$ cat src/common/axi_rw_config.svh
`ifndef AXI_RW_CONFIG_SVH
`define AXI_RW_CONFIG_SVH

// axi address and data bus widths.
`define AXI_RW_ADDR_W     64
`define AXI_RW_DATA_W     64
`define AXI_RW_STRB_W     (`AXI_RW_DATA_W / 8)

// one cache line and the beats it takes on the bus.
`define AXI_RW_LINE_W     512
`define AXI_RW_MAX_BEATS  8

// awburst / arburst encoding for incrementing bursts.
`define AXI_RW_BURST_INCR 2'b01

`endif

$ cat src/common/axi_rw_pkg.sv
`default_nettype none

`include "axi_rw_config.svh"

package axi_rw_pkg;

  typedef enum logic {
    AXI_RW_OP_READ  = 1'b0,
    AXI_RW_OP_WRITE = 1'b1
  } axi_rw_op_e;

  // low two bits of axsize.
  typedef enum logic [1:0] {
    AXI_RW_SIZE_BYTE  = 2'd0,
    AXI_RW_SIZE_HALF  = 2'd1,
    AXI_RW_SIZE_WORD  = 2'd2,
    AXI_RW_SIZE_DWORD = 2'd3
  } axi_rw_size_e;

  typedef enum logic [1:0] {
    AXI_RW_RESP_OKAY   = 2'd0,
    AXI_RW_RESP_EXOKAY = 2'd1,
    AXI_RW_RESP_SLVERR = 2'd2,
    AXI_RW_RESP_DECERR = 2'd3
  } axi_rw_resp_e;

  typedef logic [`AXI_RW_LINE_W-1:0] axi_rw_line_t;

endpackage

`default_nettype wire

$ cat src/axi_rw/axi_addr_stage.sv
`default_nettype none

`include "axi_rw_config.svh"

module axi_addr_stage import axi_rw_pkg::*; (
  input  wire                          i_clock,
  input  wire                          i_arst_n,
  input  wire                          i_issue,
  input  wire axi_rw_op_e              i_op,
  input  wire [`AXI_RW_ADDR_W-1:0]     i_addr,
  input  wire [7:0]                    i_len,
  input  wire [2:0]                    i_size,
  output logic                         o_aw_valid,
  input  wire                          i_aw_ready,
  output logic [`AXI_RW_ADDR_W-1:0]    o_aw_addr,
  output logic [7:0]                   o_aw_len,
  output logic [2:0]                   o_aw_size,
  output logic [1:0]                   o_aw_burst,
  output logic                         o_ar_valid,
  input  wire                          i_ar_ready,
  output logic [`AXI_RW_ADDR_W-1:0]    o_ar_addr,
  output logic [7:0]                   o_ar_len,
  output logic [2:0]                   o_ar_size,
  output logic [1:0]                   o_ar_burst
);

  // one holding register serves both channels, only one is ever open.
  logic [`AXI_RW_ADDR_W-1:0] addr_q;
  logic [7:0]                len_q;
  logic [2:0]                size_q;

  always_ff @(posedge i_clock or negedge i_arst_n) begin
    if (!i_arst_n) begin
      o_aw_valid <= 1'b0;
      o_ar_valid <= 1'b0;
    end else if (i_issue) begin
      o_aw_valid <= (i_op == AXI_RW_OP_WRITE);
      o_ar_valid <= (i_op == AXI_RW_OP_READ);
    end else begin
      if (o_aw_valid && i_aw_ready) begin
        o_aw_valid <= 1'b0;
      end
      if (o_ar_valid && i_ar_ready) begin
        o_ar_valid <= 1'b0;
      end
    end
  end

  always_ff @(posedge i_clock) begin
    if (i_issue) begin
      addr_q <= (i_addr >> i_size) << i_size; // align down to the access size.
      len_q  <= i_len;
      size_q <= i_size;
    end
  end

  assign o_aw_addr  = addr_q;
  assign o_aw_len   = len_q;
  assign o_aw_size  = size_q;
  assign o_aw_burst = `AXI_RW_BURST_INCR;
  assign o_ar_addr  = addr_q;
  assign o_ar_len   = len_q;
  assign o_ar_size  = size_q;
  assign o_ar_burst = `AXI_RW_BURST_INCR;

endmodule

`default_nettype wire

$ cat src/axi_rw/axi_rdata_stage.sv
`default_nettype none

`include "axi_rw_config.svh"

module axi_rdata_stage import axi_rw_pkg::*; (
  input  wire                          i_clock,
  input  wire                          i_arst_n,
  input  wire                          i_issue,
  input  wire axi_rw_op_e              i_op,
  input  wire                          i_r_valid,
  output logic                         o_r_ready,
  input  wire [`AXI_RW_DATA_W-1:0]     i_r_data,
  input  wire [1:0]                    i_r_resp,
  input  wire                          i_r_last,
  output axi_rw_line_t                 o_rdata,
  output logic                         o_done,
  output axi_rw_resp_e                 o_resp
);

  localparam int BEAT_W = $clog2(`AXI_RW_MAX_BEATS);

  logic [`AXI_RW_MAX_BEATS-1:0][`AXI_RW_DATA_W-1:0] line_q;
  logic [BEAT_W-1:0] beat_q;
  axi_rw_resp_e      acc_q;
  axi_rw_resp_e      beat_resp;
  axi_rw_resp_e      merged;
  logic              start;
  logic              r_fire;

  assign start     = i_issue && (i_op == AXI_RW_OP_READ);
  assign r_fire    = o_r_ready && i_r_valid;
  assign beat_resp = axi_rw_resp_e'(i_r_resp);
  // worst response wins, okay is the lowest code.
  assign merged    = (beat_resp > acc_q) ? beat_resp : acc_q;

  always_ff @(posedge i_clock or negedge i_arst_n) begin
    if (!i_arst_n) begin
      o_r_ready <= 1'b0;
      o_done    <= 1'b0;
      beat_q    <= '0;
    end else begin
      o_done <= r_fire && i_r_last;
      if (start) begin
        o_r_ready <= 1'b1;
        beat_q    <= '0;
      end else if (r_fire) begin
        beat_q <= beat_q + 1'b1;
        if (i_r_last) begin
          o_r_ready <= 1'b0;
        end
      end
    end
  end

  always_ff @(posedge i_clock) begin
    if (start) begin
      line_q <= '0; // unused slices read back as zero.
      acc_q  <= AXI_RW_RESP_OKAY;
    end else if (r_fire) begin
      line_q[beat_q] <= i_r_data;
      acc_q          <= merged;
    end
  end

  assign o_rdata = line_q; // held until the next read issue.
  assign o_resp  = acc_q;

endmodule

`default_nettype wire

$ cat src/axi_rw/axi_req_stage.sv
`default_nettype none

`include "axi_rw_config.svh"

module axi_req_stage import axi_rw_pkg::*; (
  input  wire                          i_clock,
  input  wire                          i_arst_n,
  input  wire                          i_user_valid,
  input  wire axi_rw_op_e              i_user_op,
  input  wire [`AXI_RW_ADDR_W-1:0]     i_user_addr,
  input  wire axi_rw_size_e            i_user_size,
  input  wire [7:0]                    i_user_blks,
  input  wire                          i_wr_done,
  input  wire axi_rw_resp_e            i_wr_resp,
  input  wire                          i_rd_done,
  input  wire axi_rw_resp_e            i_rd_resp,
  output logic                         o_issue,
  output axi_rw_op_e                   o_op,
  output logic [`AXI_RW_ADDR_W-1:0]    o_addr,
  output logic [7:0]                   o_len,
  output logic [2:0]                   o_size,
  output logic [`AXI_RW_STRB_W-1:0]    o_strb,
  output logic                         o_user_ready,
  output axi_rw_resp_e                 o_user_resp
);

  logic                      busy_q;
  logic                      accept;
  logic                      done_hit;
  axi_rw_resp_e              done_resp;
  logic [`AXI_RW_STRB_W-1:0] strb_base;
  logic [2:0]                lane_mask;

  // byte lanes of one access, and which offset bits survive alignment.
  always_comb begin
    unique case (i_user_size)
      AXI_RW_SIZE_BYTE: begin
        strb_base = 8'h01;
        lane_mask = 3'b111;
      end
      AXI_RW_SIZE_HALF: begin
        strb_base = 8'h03;
        lane_mask = 3'b110;
      end
      AXI_RW_SIZE_WORD: begin
        strb_base = 8'h0f;
        lane_mask = 3'b100;
      end
      default: begin
        strb_base = 8'hff;
        lane_mask = 3'b000;
      end
    endcase
  end

  assign accept    = i_user_valid && !busy_q;
  assign done_hit  = busy_q && !o_user_ready &&
                     ((o_op == AXI_RW_OP_WRITE) ? i_wr_done : i_rd_done);
  assign done_resp = (o_op == AXI_RW_OP_WRITE) ? i_wr_resp : i_rd_resp;

  always_ff @(posedge i_clock or negedge i_arst_n) begin
    if (!i_arst_n) begin
      busy_q       <= 1'b0;
      o_issue      <= 1'b0;
      o_user_ready <= 1'b0;
    end else begin
      o_issue      <= accept;
      o_user_ready <= done_hit;
      if (accept) begin
        busy_q <= 1'b1;
      end else if (o_user_ready) begin
        busy_q <= 1'b0; // stays busy through the pulse cycle.
      end
    end
  end

  always_ff @(posedge i_clock) begin
    if (accept) begin
      o_op   <= i_user_op;
      o_addr <= i_user_addr;
      o_len  <= i_user_blks; // blks is already beats minus one.
      o_size <= {1'b0, i_user_size};
      o_strb <= strb_base << (i_user_addr[2:0] & lane_mask);
    end
    if (done_hit) begin
      o_user_resp <= done_resp;
    end
  end

endmodule

`default_nettype wire

$ cat src/axi_rw/axi_wdata_stage.sv
`default_nettype none

`include "axi_rw_config.svh"

module axi_wdata_stage import axi_rw_pkg::*; (
  input  wire                          i_clock,
  input  wire                          i_arst_n,
  input  wire                          i_issue,
  input  wire axi_rw_op_e              i_op,
  input  wire [7:0]                    i_len,
  input  wire [`AXI_RW_STRB_W-1:0]     i_strb,
  input  wire axi_rw_line_t            i_wdata,
  output logic                         o_w_valid,
  input  wire                          i_w_ready,
  output logic [`AXI_RW_DATA_W-1:0]    o_w_data,
  output logic [`AXI_RW_STRB_W-1:0]    o_w_strb,
  output logic                         o_w_last,
  input  wire                          i_b_valid,
  output logic                         o_b_ready,
  input  wire [1:0]                    i_b_resp,
  output logic                         o_done,
  output axi_rw_resp_e                 o_resp
);

  localparam int BEAT_W = $clog2(`AXI_RW_MAX_BEATS);

  logic [`AXI_RW_MAX_BEATS-1:0][`AXI_RW_DATA_W-1:0] line_q;
  logic [BEAT_W-1:0]         beat_q;
  logic [BEAT_W-1:0]         last_q;
  logic [`AXI_RW_STRB_W-1:0] strb_q;
  logic                      start;
  logic                      w_fire;
  logic                      b_fire;

  assign start  = i_issue && (i_op == AXI_RW_OP_WRITE);
  assign w_fire = o_w_valid && i_w_ready;
  assign b_fire = o_b_ready && i_b_valid;

  always_ff @(posedge i_clock or negedge i_arst_n) begin
    if (!i_arst_n) begin
      o_w_valid <= 1'b0;
      o_b_ready <= 1'b0;
      o_done    <= 1'b0;
      beat_q    <= '0;
    end else begin
      o_done <= b_fire;
      if (start) begin
        o_w_valid <= 1'b1; // w may run ahead of aw.
        beat_q    <= '0;
      end else if (w_fire) begin
        if (o_w_last) begin
          o_w_valid <= 1'b0;
          o_b_ready <= 1'b1;
        end else begin
          beat_q <= beat_q + 1'b1;
        end
      end
      if (b_fire) begin
        o_b_ready <= 1'b0;
      end
    end
  end

  always_ff @(posedge i_clock) begin
    if (start) begin
      line_q <= i_wdata;
      last_q <= i_len[BEAT_W-1:0];
      strb_q <= i_strb;
    end
    if (b_fire) begin
      o_resp <= axi_rw_resp_e'(i_b_resp);
    end
  end

  assign o_w_data = line_q[beat_q]; // lowest slice goes first.
  assign o_w_strb = strb_q;
  assign o_w_last = o_w_valid && (beat_q == last_q);

endmodule

`default_nettype wire

$ cat src/axi_rw_top.sv
`default_nettype none

`include "axi_rw_config.svh"

module axi_rw_top import axi_rw_pkg::*; (
  input  wire                          i_clock,
  input  wire                          i_arst_n,

  input  wire                          i_user_valid,
  input  wire axi_rw_op_e              i_user_op,
  input  wire [`AXI_RW_ADDR_W-1:0]     i_user_addr,
  input  wire axi_rw_size_e            i_user_size,
  input  wire [7:0]                    i_user_blks,
  input  wire axi_rw_line_t            i_user_wdata,
  output logic                         o_user_ready,
  output axi_rw_line_t                 o_user_rdata,
  output axi_rw_resp_e                 o_user_resp,

  output logic                         o_aw_valid,
  input  wire                          i_aw_ready,
  output logic [`AXI_RW_ADDR_W-1:0]    o_aw_addr,
  output logic [7:0]                   o_aw_len,
  output logic [2:0]                   o_aw_size,
  output logic [1:0]                   o_aw_burst,

  output logic                         o_w_valid,
  input  wire                          i_w_ready,
  output logic [`AXI_RW_DATA_W-1:0]    o_w_data,
  output logic [`AXI_RW_STRB_W-1:0]    o_w_strb,
  output logic                         o_w_last,

  input  wire                          i_b_valid,
  output logic                         o_b_ready,
  input  wire [1:0]                    i_b_resp,

  output logic                         o_ar_valid,
  input  wire                          i_ar_ready,
  output logic [`AXI_RW_ADDR_W-1:0]    o_ar_addr,
  output logic [7:0]                   o_ar_len,
  output logic [2:0]                   o_ar_size,
  output logic [1:0]                   o_ar_burst,

  input  wire                          i_r_valid,
  output logic                         o_r_ready,
  input  wire [`AXI_RW_DATA_W-1:0]     i_r_data,
  input  wire [1:0]                    i_r_resp,
  input  wire                          i_r_last
);

  logic                      issue;
  axi_rw_op_e                op;
  logic [`AXI_RW_ADDR_W-1:0] addr;
  logic [7:0]                len;
  logic [2:0]                size;
  logic [`AXI_RW_STRB_W-1:0] strb;
  logic                      wr_done;
  axi_rw_resp_e              wr_resp;
  logic                      rd_done;
  axi_rw_resp_e              rd_resp;

  axi_req_stage axi_req_stage_i (
    .i_clock      (i_clock),
    .i_arst_n     (i_arst_n),
    .i_user_valid (i_user_valid),
    .i_user_op    (i_user_op),
    .i_user_addr  (i_user_addr),
    .i_user_size  (i_user_size),
    .i_user_blks  (i_user_blks),
    .i_wr_done    (wr_done),
    .i_wr_resp    (wr_resp),
    .i_rd_done    (rd_done),
    .i_rd_resp    (rd_resp),
    .o_issue      (issue),
    .o_op         (op),
    .o_addr       (addr),
    .o_len        (len),
    .o_size       (size),
    .o_strb       (strb),
    .o_user_ready (o_user_ready),
    .o_user_resp  (o_user_resp)
  );

  axi_addr_stage axi_addr_stage_i (
    .i_clock    (i_clock),
    .i_arst_n   (i_arst_n),
    .i_issue    (issue),
    .i_op       (op),
    .i_addr     (addr),
    .i_len      (len),
    .i_size     (size),
    .o_aw_valid (o_aw_valid),
    .i_aw_ready (i_aw_ready),
    .o_aw_addr  (o_aw_addr),
    .o_aw_len   (o_aw_len),
    .o_aw_size  (o_aw_size),
    .o_aw_burst (o_aw_burst),
    .o_ar_valid (o_ar_valid),
    .i_ar_ready (i_ar_ready),
    .o_ar_addr  (o_ar_addr),
    .o_ar_len   (o_ar_len),
    .o_ar_size  (o_ar_size),
    .o_ar_burst (o_ar_burst)
  );

  axi_wdata_stage axi_wdata_stage_i (
    .i_clock   (i_clock),
    .i_arst_n  (i_arst_n),
    .i_issue   (issue),
    .i_op      (op),
    .i_len     (len),
    .i_strb    (strb),
    .i_wdata   (i_user_wdata), // requester holds the line until completion.
    .o_w_valid (o_w_valid),
    .i_w_ready (i_w_ready),
    .o_w_data  (o_w_data),
    .o_w_strb  (o_w_strb),
    .o_w_last  (o_w_last),
    .i_b_valid (i_b_valid),
    .o_b_ready (o_b_ready),
    .i_b_resp  (i_b_resp),
    .o_done    (wr_done),
    .o_resp    (wr_resp)
  );

  axi_rdata_stage axi_rdata_stage_i (
    .i_clock   (i_clock),
    .i_arst_n  (i_arst_n),
    .i_issue   (issue),
    .i_op      (op),
    .i_r_valid (i_r_valid),
    .o_r_ready (o_r_ready),
    .i_r_data  (i_r_data),
    .i_r_resp  (i_r_resp),
    .i_r_last  (i_r_last),
    .o_rdata   (o_user_rdata),
    .o_done    (rd_done),
    .o_resp    (rd_resp)
  );

endmodule

`default_nettype wire

$ cat config.mk
export PLATFORM = sky130hd
export DESIGN_NAME = axi_rw_top
export DESIGN_NICKNAME = d
export VERILOG_FILES = /design/src/common/axi_rw_pkg.sv /design/src/axi_rw/axi_addr_stage.sv /design/src/axi_rw/axi_rdata_stage.sv /design/src/axi_rw/axi_req_stage.sv /design/src/axi_rw/axi_wdata_stage.sv /design/src/axi_rw_top.sv
export VERILOG_INCLUDE_DIRS = /design/src /design/src/common
export SDC_FILE = /design/constraint.sdc
export NUM_CORES = 2
export LEC_CHECK = 0
export BUFFER_PORTS_ARGS = -buffer_cell sky130_fd_sc_hd__buf_2
export CAP_MARGIN = 25
export CELL_PAD_IN_SITES_DETAIL_PLACEMENT = 1
export CELL_PAD_IN_SITES_GLOBAL_PLACEMENT = 1
export CORE_AREA = 3 3 550 552
export CTS_CLUSTER_DIAMETER = 50
export DETAILED_ROUTE_END_ITERATION = 10
export DIE_AREA = 0 0 553 555
export GPL_TIMING_DRIVEN = 0
export PLACE_DENSITY = 0.5
export REMOVE_ABC_BUFFERS = 1
export SKIP_CTS_REPAIR_TIMING = 1
export SLEW_MARGIN = 5
export SYNTH_ARGS = -nofsm -noshare
export SYNTH_HDL_FRONTEND = slang
export SYNTH_SLANG_ARGS = --single-unit
$ cat constraint.sdc
create_clock -name i_clock -period 11.9 [get_ports i_clock]
set_input_delay 0 -clock i_clock [delete_from_list [all_inputs] [get_ports i_clock]]
set_output_delay 0 -clock i_clock [all_outputs]
set_load 0.01 [all_outputs]
* After elaboration in Yosys (flattened, before gate mapping)
Cells that the tools add are included.
** Word-level totals
- Bits in registers :: 1214
- Output and inout bits :: 747
- Logic and storage cells :: 117
- Input port bits :: 664
** Operators by class
- Order comparisons :: 4
- $add $sub $neg :: 2
- Equal/unequal tests :: 5
- Shift operators :: 3
- Bitwise logic cells :: 2
- Reduce and logical (&&, ||, !) cells :: 30
- Muxes and demuxes :: 30
** Operator list (count)
- bitwise mux 512 bit :: 1
- binary-select mux 64 bit (select 3 bit) :: 1
- demux 64 bit (select 3 bit) :: 1
- 2-to-1 mux 64 bit :: 2
- << shifter 64 x 2 -> 64 bit :: 1
- >> shifter 64 x 2 -> 64 bit :: 1
- one-hot mux 8 bit (3 select lines) :: 1
- nonzero test 2 bit :: 9
- 2-to-1 mux 1 bit :: 17
- 2-to-1 mux 3 bit :: 5
- logical AND 1 bit :: 13
- one-hot mux 3 bit (3 select lines) :: 1
- less-than comparator 3 x 4 -> 1 bit, second input constant :: 2
- AND reduction 2 bit :: 4
- << shifter 8 x 3 -> 8 bit :: 1
- adder 3 x 1 -> 3 bit, second input constant :: 2
- AND 3 bit :: 1
- equality test 3 bit :: 1
- >= comparator 3 x 1 -> 1 bit, second input constant :: 1
- AND reduction 3 bit :: 1
- equality test 2 x 1 -> 1 bit, second input constant :: 1
- equality test 2 bit, second input constant :: 1
- greater-than comparator 2 bit :: 1
- zero test 1 bit :: 2
- other kinds (5) :: 5

* Logic depth before layout (Yosys ltp)
- Depth after elaboration :: 6
- Depth in mapped cells :: 7
- Mapped depth without buffers :: 6

* Cells and area by module
A second synthesis with hierarchy kept.
** Unflattened totals
- Cells, all modules :: 2906
- Area total of the unflattened synthesis :: 44873.0 um^2
** Modules (own cells, without submodules)
- axi_wdata_stage :: times used 1, area each 19937.9 um^2, sequential area each 15915.3 um^2, cells an instance 790
- axi_rdata_stage :: times used 1, area each 18931.9 um^2, sequential area each 10415.0 um^2, cells an instance 1768
- axi_addr_stage :: times used 1, area each 3219.3 um^2, sequential area each 2302.2 um^2, cells an instance 231
- axi_req_stage :: times used 1, area each 2783.9 um^2, sequential area each 2627.5 um^2, cells an instance 117

* Worst setup path after synthesis
OpenSTA, ideal clock, no wires.
- Path kind :: register to register
- Start :: reg axi_req_stage_i.o_issue
- End :: reg axi_wdata_stage_i.last_q[0], enable pin
- Period minus slack after synthesis :: 13.224 ns
- Path buffers :: 0
- Library setup time :: 0.872 ns
- Path slack :: -1.324 ns
- Stages on the path, launching flop included :: 3
- Data required time :: 11.028 ns
- Arrival :: 12.351 ns
- Path through :: dfrtp_1 -> nand2_1 -> inv_1
** On the way
- Word-level cells in the longest chain between the ends :: 1
** RTL lines
- start, declared :: line axi_req_stage.sv:17 : output logic o_issue,
- start signal, assigned :: line axi_req_stage.sv:67 : o_issue <= accept;
- logical AND 1 bit :: line axi_wdata_stage.sv:35 : assign start = i_issue && (i_op == AXI_RW_OP_WRITE);
- net axi_wdata_stage_i.start :: line axi_wdata_stage.sv:31 : logic start;
- end signal, assigned :: line axi_wdata_stage.sv:67 : last_q <= i_len[BEAT_W-1:0];
- end, declared :: line axi_wdata_stage.sv:29 : logic [BEAT_W-1:0] last_q;
The timed path passes the listed nets, and every way through them passes these cells.
A chain may end at the register's enable or synchronous reset.

* Worst setup path in the final report
- Start :: reg axi_req_stage_i.o_issue
- End :: reg axi_wdata_stage_i.line_q[406] in the netlist's numbering, enable pin
** On the way
- Word-level cells in the longest chain between the ends :: 1
** RTL lines
- logical AND 1 bit :: line axi_wdata_stage.sv:35
- net axi_wdata_stage_i.start :: line axi_wdata_stage.sv:31
- end signal, assigned :: line axi_wdata_stage.sv:66 : line_q <= i_wdata;
- end, declared :: line axi_wdata_stage.sv:27 : logic [`AXI_RW_MAX_BEATS-1:0][`AXI_RW_DATA_W-1:0] line_q;
The timed path passes the listed nets, and every way through them passes these cells.

==> impl_metrics.toml <==
[critical_path]
worstSetupEndpointType = "flip-flop"
required_ns = 12.31
crit_end = "axi_wdata_stage_i.line_q[406]$_DFFE_PP_"
worstReg2RegEnd = "axi_wdata_stage_i.line_q[406]$_DFFE_PP_"
critPathKind = "flip-flop to flip-flop"
timing.critical_path.from_type = "flip-flop"
setup.worst_path.start = "axi_req_stage_i.o_issue$_DFF_PN0_"
critical_path_peak_fanout = 129
worst-endpoint-arrival_ns = 4.54
timing.reg2reg.setup_slack_ns = 7.78
reg2regPathDepth = 6
worst_reg2reg_path_startpoint = "axi_req_stage_i.o_issue$_DFF_PN0_"

[cts]
cts_h_tree_lvls = 4
cts_tree = "done"
clkLatencyLatePin_ns = 0.85
cts.reportedPaths.clkPinSlew_ns = 0.07
max-clock-path-buffers = 4
number_of_buffers_added_by_the_clock_tree_synthesis_step = 194
ctsRootBufferMaster = "sky130_fd_sc_hd__clkbuf_16"
cts.sinks = 1214

[timing]
slew-limit-headroom = 0.3386
final-hold-violation-count = 0
fin_hold_ws_ns = 0.04803
rsz0062_at_grt = "no"
report.final.slew_viol_count = 0
final_period_minus_worst_setup_slack_ns = 4.123
timing_worst_slew_pin_value_ns = 0.9920
fin_crit_sh = 0.3464
clock_skew_ns = 0.1014
report.final.setup_viol = 0
clock.fmax_ghz = 0.2426

[routing]
dr.first_iter.drc_count = 3237
drc = 0
drt-wirelength-per-cell_um = 27.06
vias_per_cell = 3.973
route.vias.total = 40190
detail_route.first_pass.iterations = 7
finalWirelength_mm = 273.7
drt.antenna.violating_nets = 0

[synthesis]
synth-edff-count = 684
ys_types = 44
synth_top_cell_area_share = 0.4648
synth_seq_cells = 1214
share_of_synthesized_registers_carrying_an_async_set_or_reset = 0.01318
synth_cells = 3459
yosys.area.top_type = "sky130_fd_sc_hd__edfxtp_1"
synth.yosys.seq_area_share = 0.7068
netlist_area_mm2 = 0.04419
post_synth_most_frequent_cells = "sky130_fd_sc_hd__nand2_1, sky130_fd_sc_hd__edfxtp_1, sky130_fd_sc_hd__a21oi_1"
postSynth.topFlopCell = "sky130_fd_sc_hd__edfxtp_1"
synthesis.area_per_instance_um2 = 12.77
synth_warnings = 0
synthTopCellsByArea = "sky130_fd_sc_hd__edfxtp_1, sky130_fd_sc_hd__dfxtp_1, sky130_fd_sc_hd__nand2_1, sky130_fd_sc_hd__a21oi_1, sky130_fd_sc_hd__mux4_2"
yosysMostFrequentCell = "sky130_fd_sc_hd__nand2_1"

[floorplanning]
vertical_extent_of_the_die_um = 555
die-width_um = 553
start_util = 0.1486
design.die.area_mm2 = 0.3069
floorplan.rows = 200
boundaryPins = 1411
core_mm2 = 0.2973

[final_layout]
finalNetCount = 6590
fillerInstances = 33600
layout-drive-gt1-share = 0.3300
layout-area-overhead-vs-synth_pct = 68.90
stdcell_count = 10120

[grt]
grt_pass1_wl_mm = 324.7
grt_antenna_before_repair = 134
grt_overflow_total = 0
largest_net_degree_at_the_start_of_global_routing = 130
first_global_vias = 34820
gr_usage_total = 0.1545

[min_path]
min_path_type = "input pin to flip-flop"

[placed_design]
dpl.cell_count = 8470
place.gp.congestion = 0.8943
port-buffer-count = 1404
place_hpwl_mm = 194.1

[power_and_ir_drop]
p_leak_nw = 29.10
design_power_total_w = 0.01652
worst_ir_drop_vdd_uv = 128.2
power-per-cell-area_mw_per_mm2 = 221.4

[flow_run]
maxCapViolations = 0

[run_status]
outcome = "finished, final reports clean"
critical path, stage by stage (launching register included):
cell	delay [ns]
sky130_fd_sc_hd__dfrtp_4	0.67
sky130_fd_sc_hd__buf_16	0.35
sky130_fd_sc_hd__nand2_1	0.27
sky130_fd_sc_hd__inv_8	0.68
sky130_fd_sc_hd__buf_16	0.47
sky130_fd_sc_hd__buf_16	0.45
sky130_fd_sc_hd__buf_16	0.54
routing by layer:
layer	up-vias	GRT usage	wire, um
met2	2172	0.2517	127300
met1	20490	0.1870	106900
met5	-	0	134
met4	20	0.05775	13660
met3	520	0.05429	25640
li1	16980	-	-
worst min path at each step:
stage          slack [ns]  cells past startpoint                                     endpoint       startpoint
2_1_floorplan       -0.30                      0      axi_addr_stage_i.o_ar_valid$_DFFE_PN0P_         i_arst_n
3_3_place_gp       -0.003                      1            axi_req_stage_i.o_issue$_DFF_PN0_         i_arst_n
3_5_place_dp        0.007                      1            axi_req_stage_i.o_issue$_DFF_PN0_         i_arst_n
4_1_cts             -0.93                      1       axi_req_stage_i.o_user_ready$_DFF_PN0_         i_arst_n
5_1_grt             -0.02                      2        axi_wdata_stage_i.line_q[5]$_DFFE_PP_  i_user_wdata[5]
6_report             0.05                      4  axi_rdata_stage_i.o_rdata[304]$_SDFFE_PP0P_     i_r_data[48]
cells by family (layout without fill, tap and decap cells):
family / count (synthesis) / in the layout / share of synthesized area
DFF: 1214 / 1214 / 0.7068
and+or+nand+nor: 1090 / 1090 / 0.09585
AOI/OAI and AO/OA: 534 / 534 / 0.06091
buffers and inverters: 413 / 3034 / 0.05026
muxes: 197 / 197 / 0.08390
xor gates and xnor gates: 5 / 5 / 0.0009910
adders and majority gates: 4 / 4 / 0.001133
other: 2 / 98 / 0.0001700
power breakdown:
part | switching, W | internal, W
combinational | 0.00273 | 0.00192
sequential | 0.000516 | 0.00528
clock | 0.00238 | 0.00368
flip-flops by register name, indices dropped and copies added, names as in the netlist, 8 cells and up:
signal / flops
axi_wdata_stage_i.line_q: 512
axi_req_stage_i.o_len: 8
axi_req_stage_i.o_addr: 64
axi_rdata_stage_i.o_rdata: 512
axi_addr_stage_i.o_ar_len: 8
axi_wdata_stage_i.o_w_strb: 8
axi_addr_stage_i.o_ar_addr: 64
axi_req_stage_i.o_strb: 8
stage by stage:
stage	TNS [ns]	util	area [um^2]	setup slack (ns)
detailed placement	0	0.1872	55650	7.757
global placement	-	0.1815	53960	-21.50
finish	0	0.2510	74630	7.777
floorplan	-4203.03	-	42000	-7.840
global route	0	0.2508	74550	7.452
CTS	0	0.2100	62440	7.727
placed cells by master, fill, tap and decap left out, types with 16 or more instances in the layout:
cell type,count
sky130_fd_sc_hd__clkbuf_1,19
sky130_fd_sc_hd__buf_16,30
sky130_fd_sc_hd__dfxtp_1,514
sky130_fd_sc_hd__diode_2,92
sky130_fd_sc_hd__bufinv_16,26
sky130_fd_sc_hd__buf_12,32
sky130_fd_sc_hd__nand2_1,1036
sky130_fd_sc_hd__clkinvlp_4,18
sky130_fd_sc_hd__inv_6,29
sky130_fd_sc_hd__edfxtp_1,684
sky130_fd_sc_hd__clkbuf_16,195
sky130_fd_sc_hd__dlygate4sd3_1,1195
sky130_fd_sc_hd__nor2_1,16
sky130_fd_sc_hd__clkinv_2,16
sky130_fd_sc_hd__mux2_2,65
sky130_fd_sc_hd__mux4_2,114
sky130_fd_sc_hd__clkinv_4,17
sky130_fd_sc_hd__buf_2,1404
sky130_fd_sc_hd__a21oi_1,524
cell type report:
type                    instances  area, um^2  area share
diodes                         92       230.2    0.003085
clock buffers                 222        5061     0.06782
clock inverters               136        1729     0.02317
inverters                       6       30.03   0.0004024
multi-input cells            1836       10820      0.1449
flip-flops and latches       1214       31250      0.4187
well taps                    3939        4928     0.06604
repair buffers               2670       20590      0.2759
Note: power is estimated with default switching activity, not from simulation.
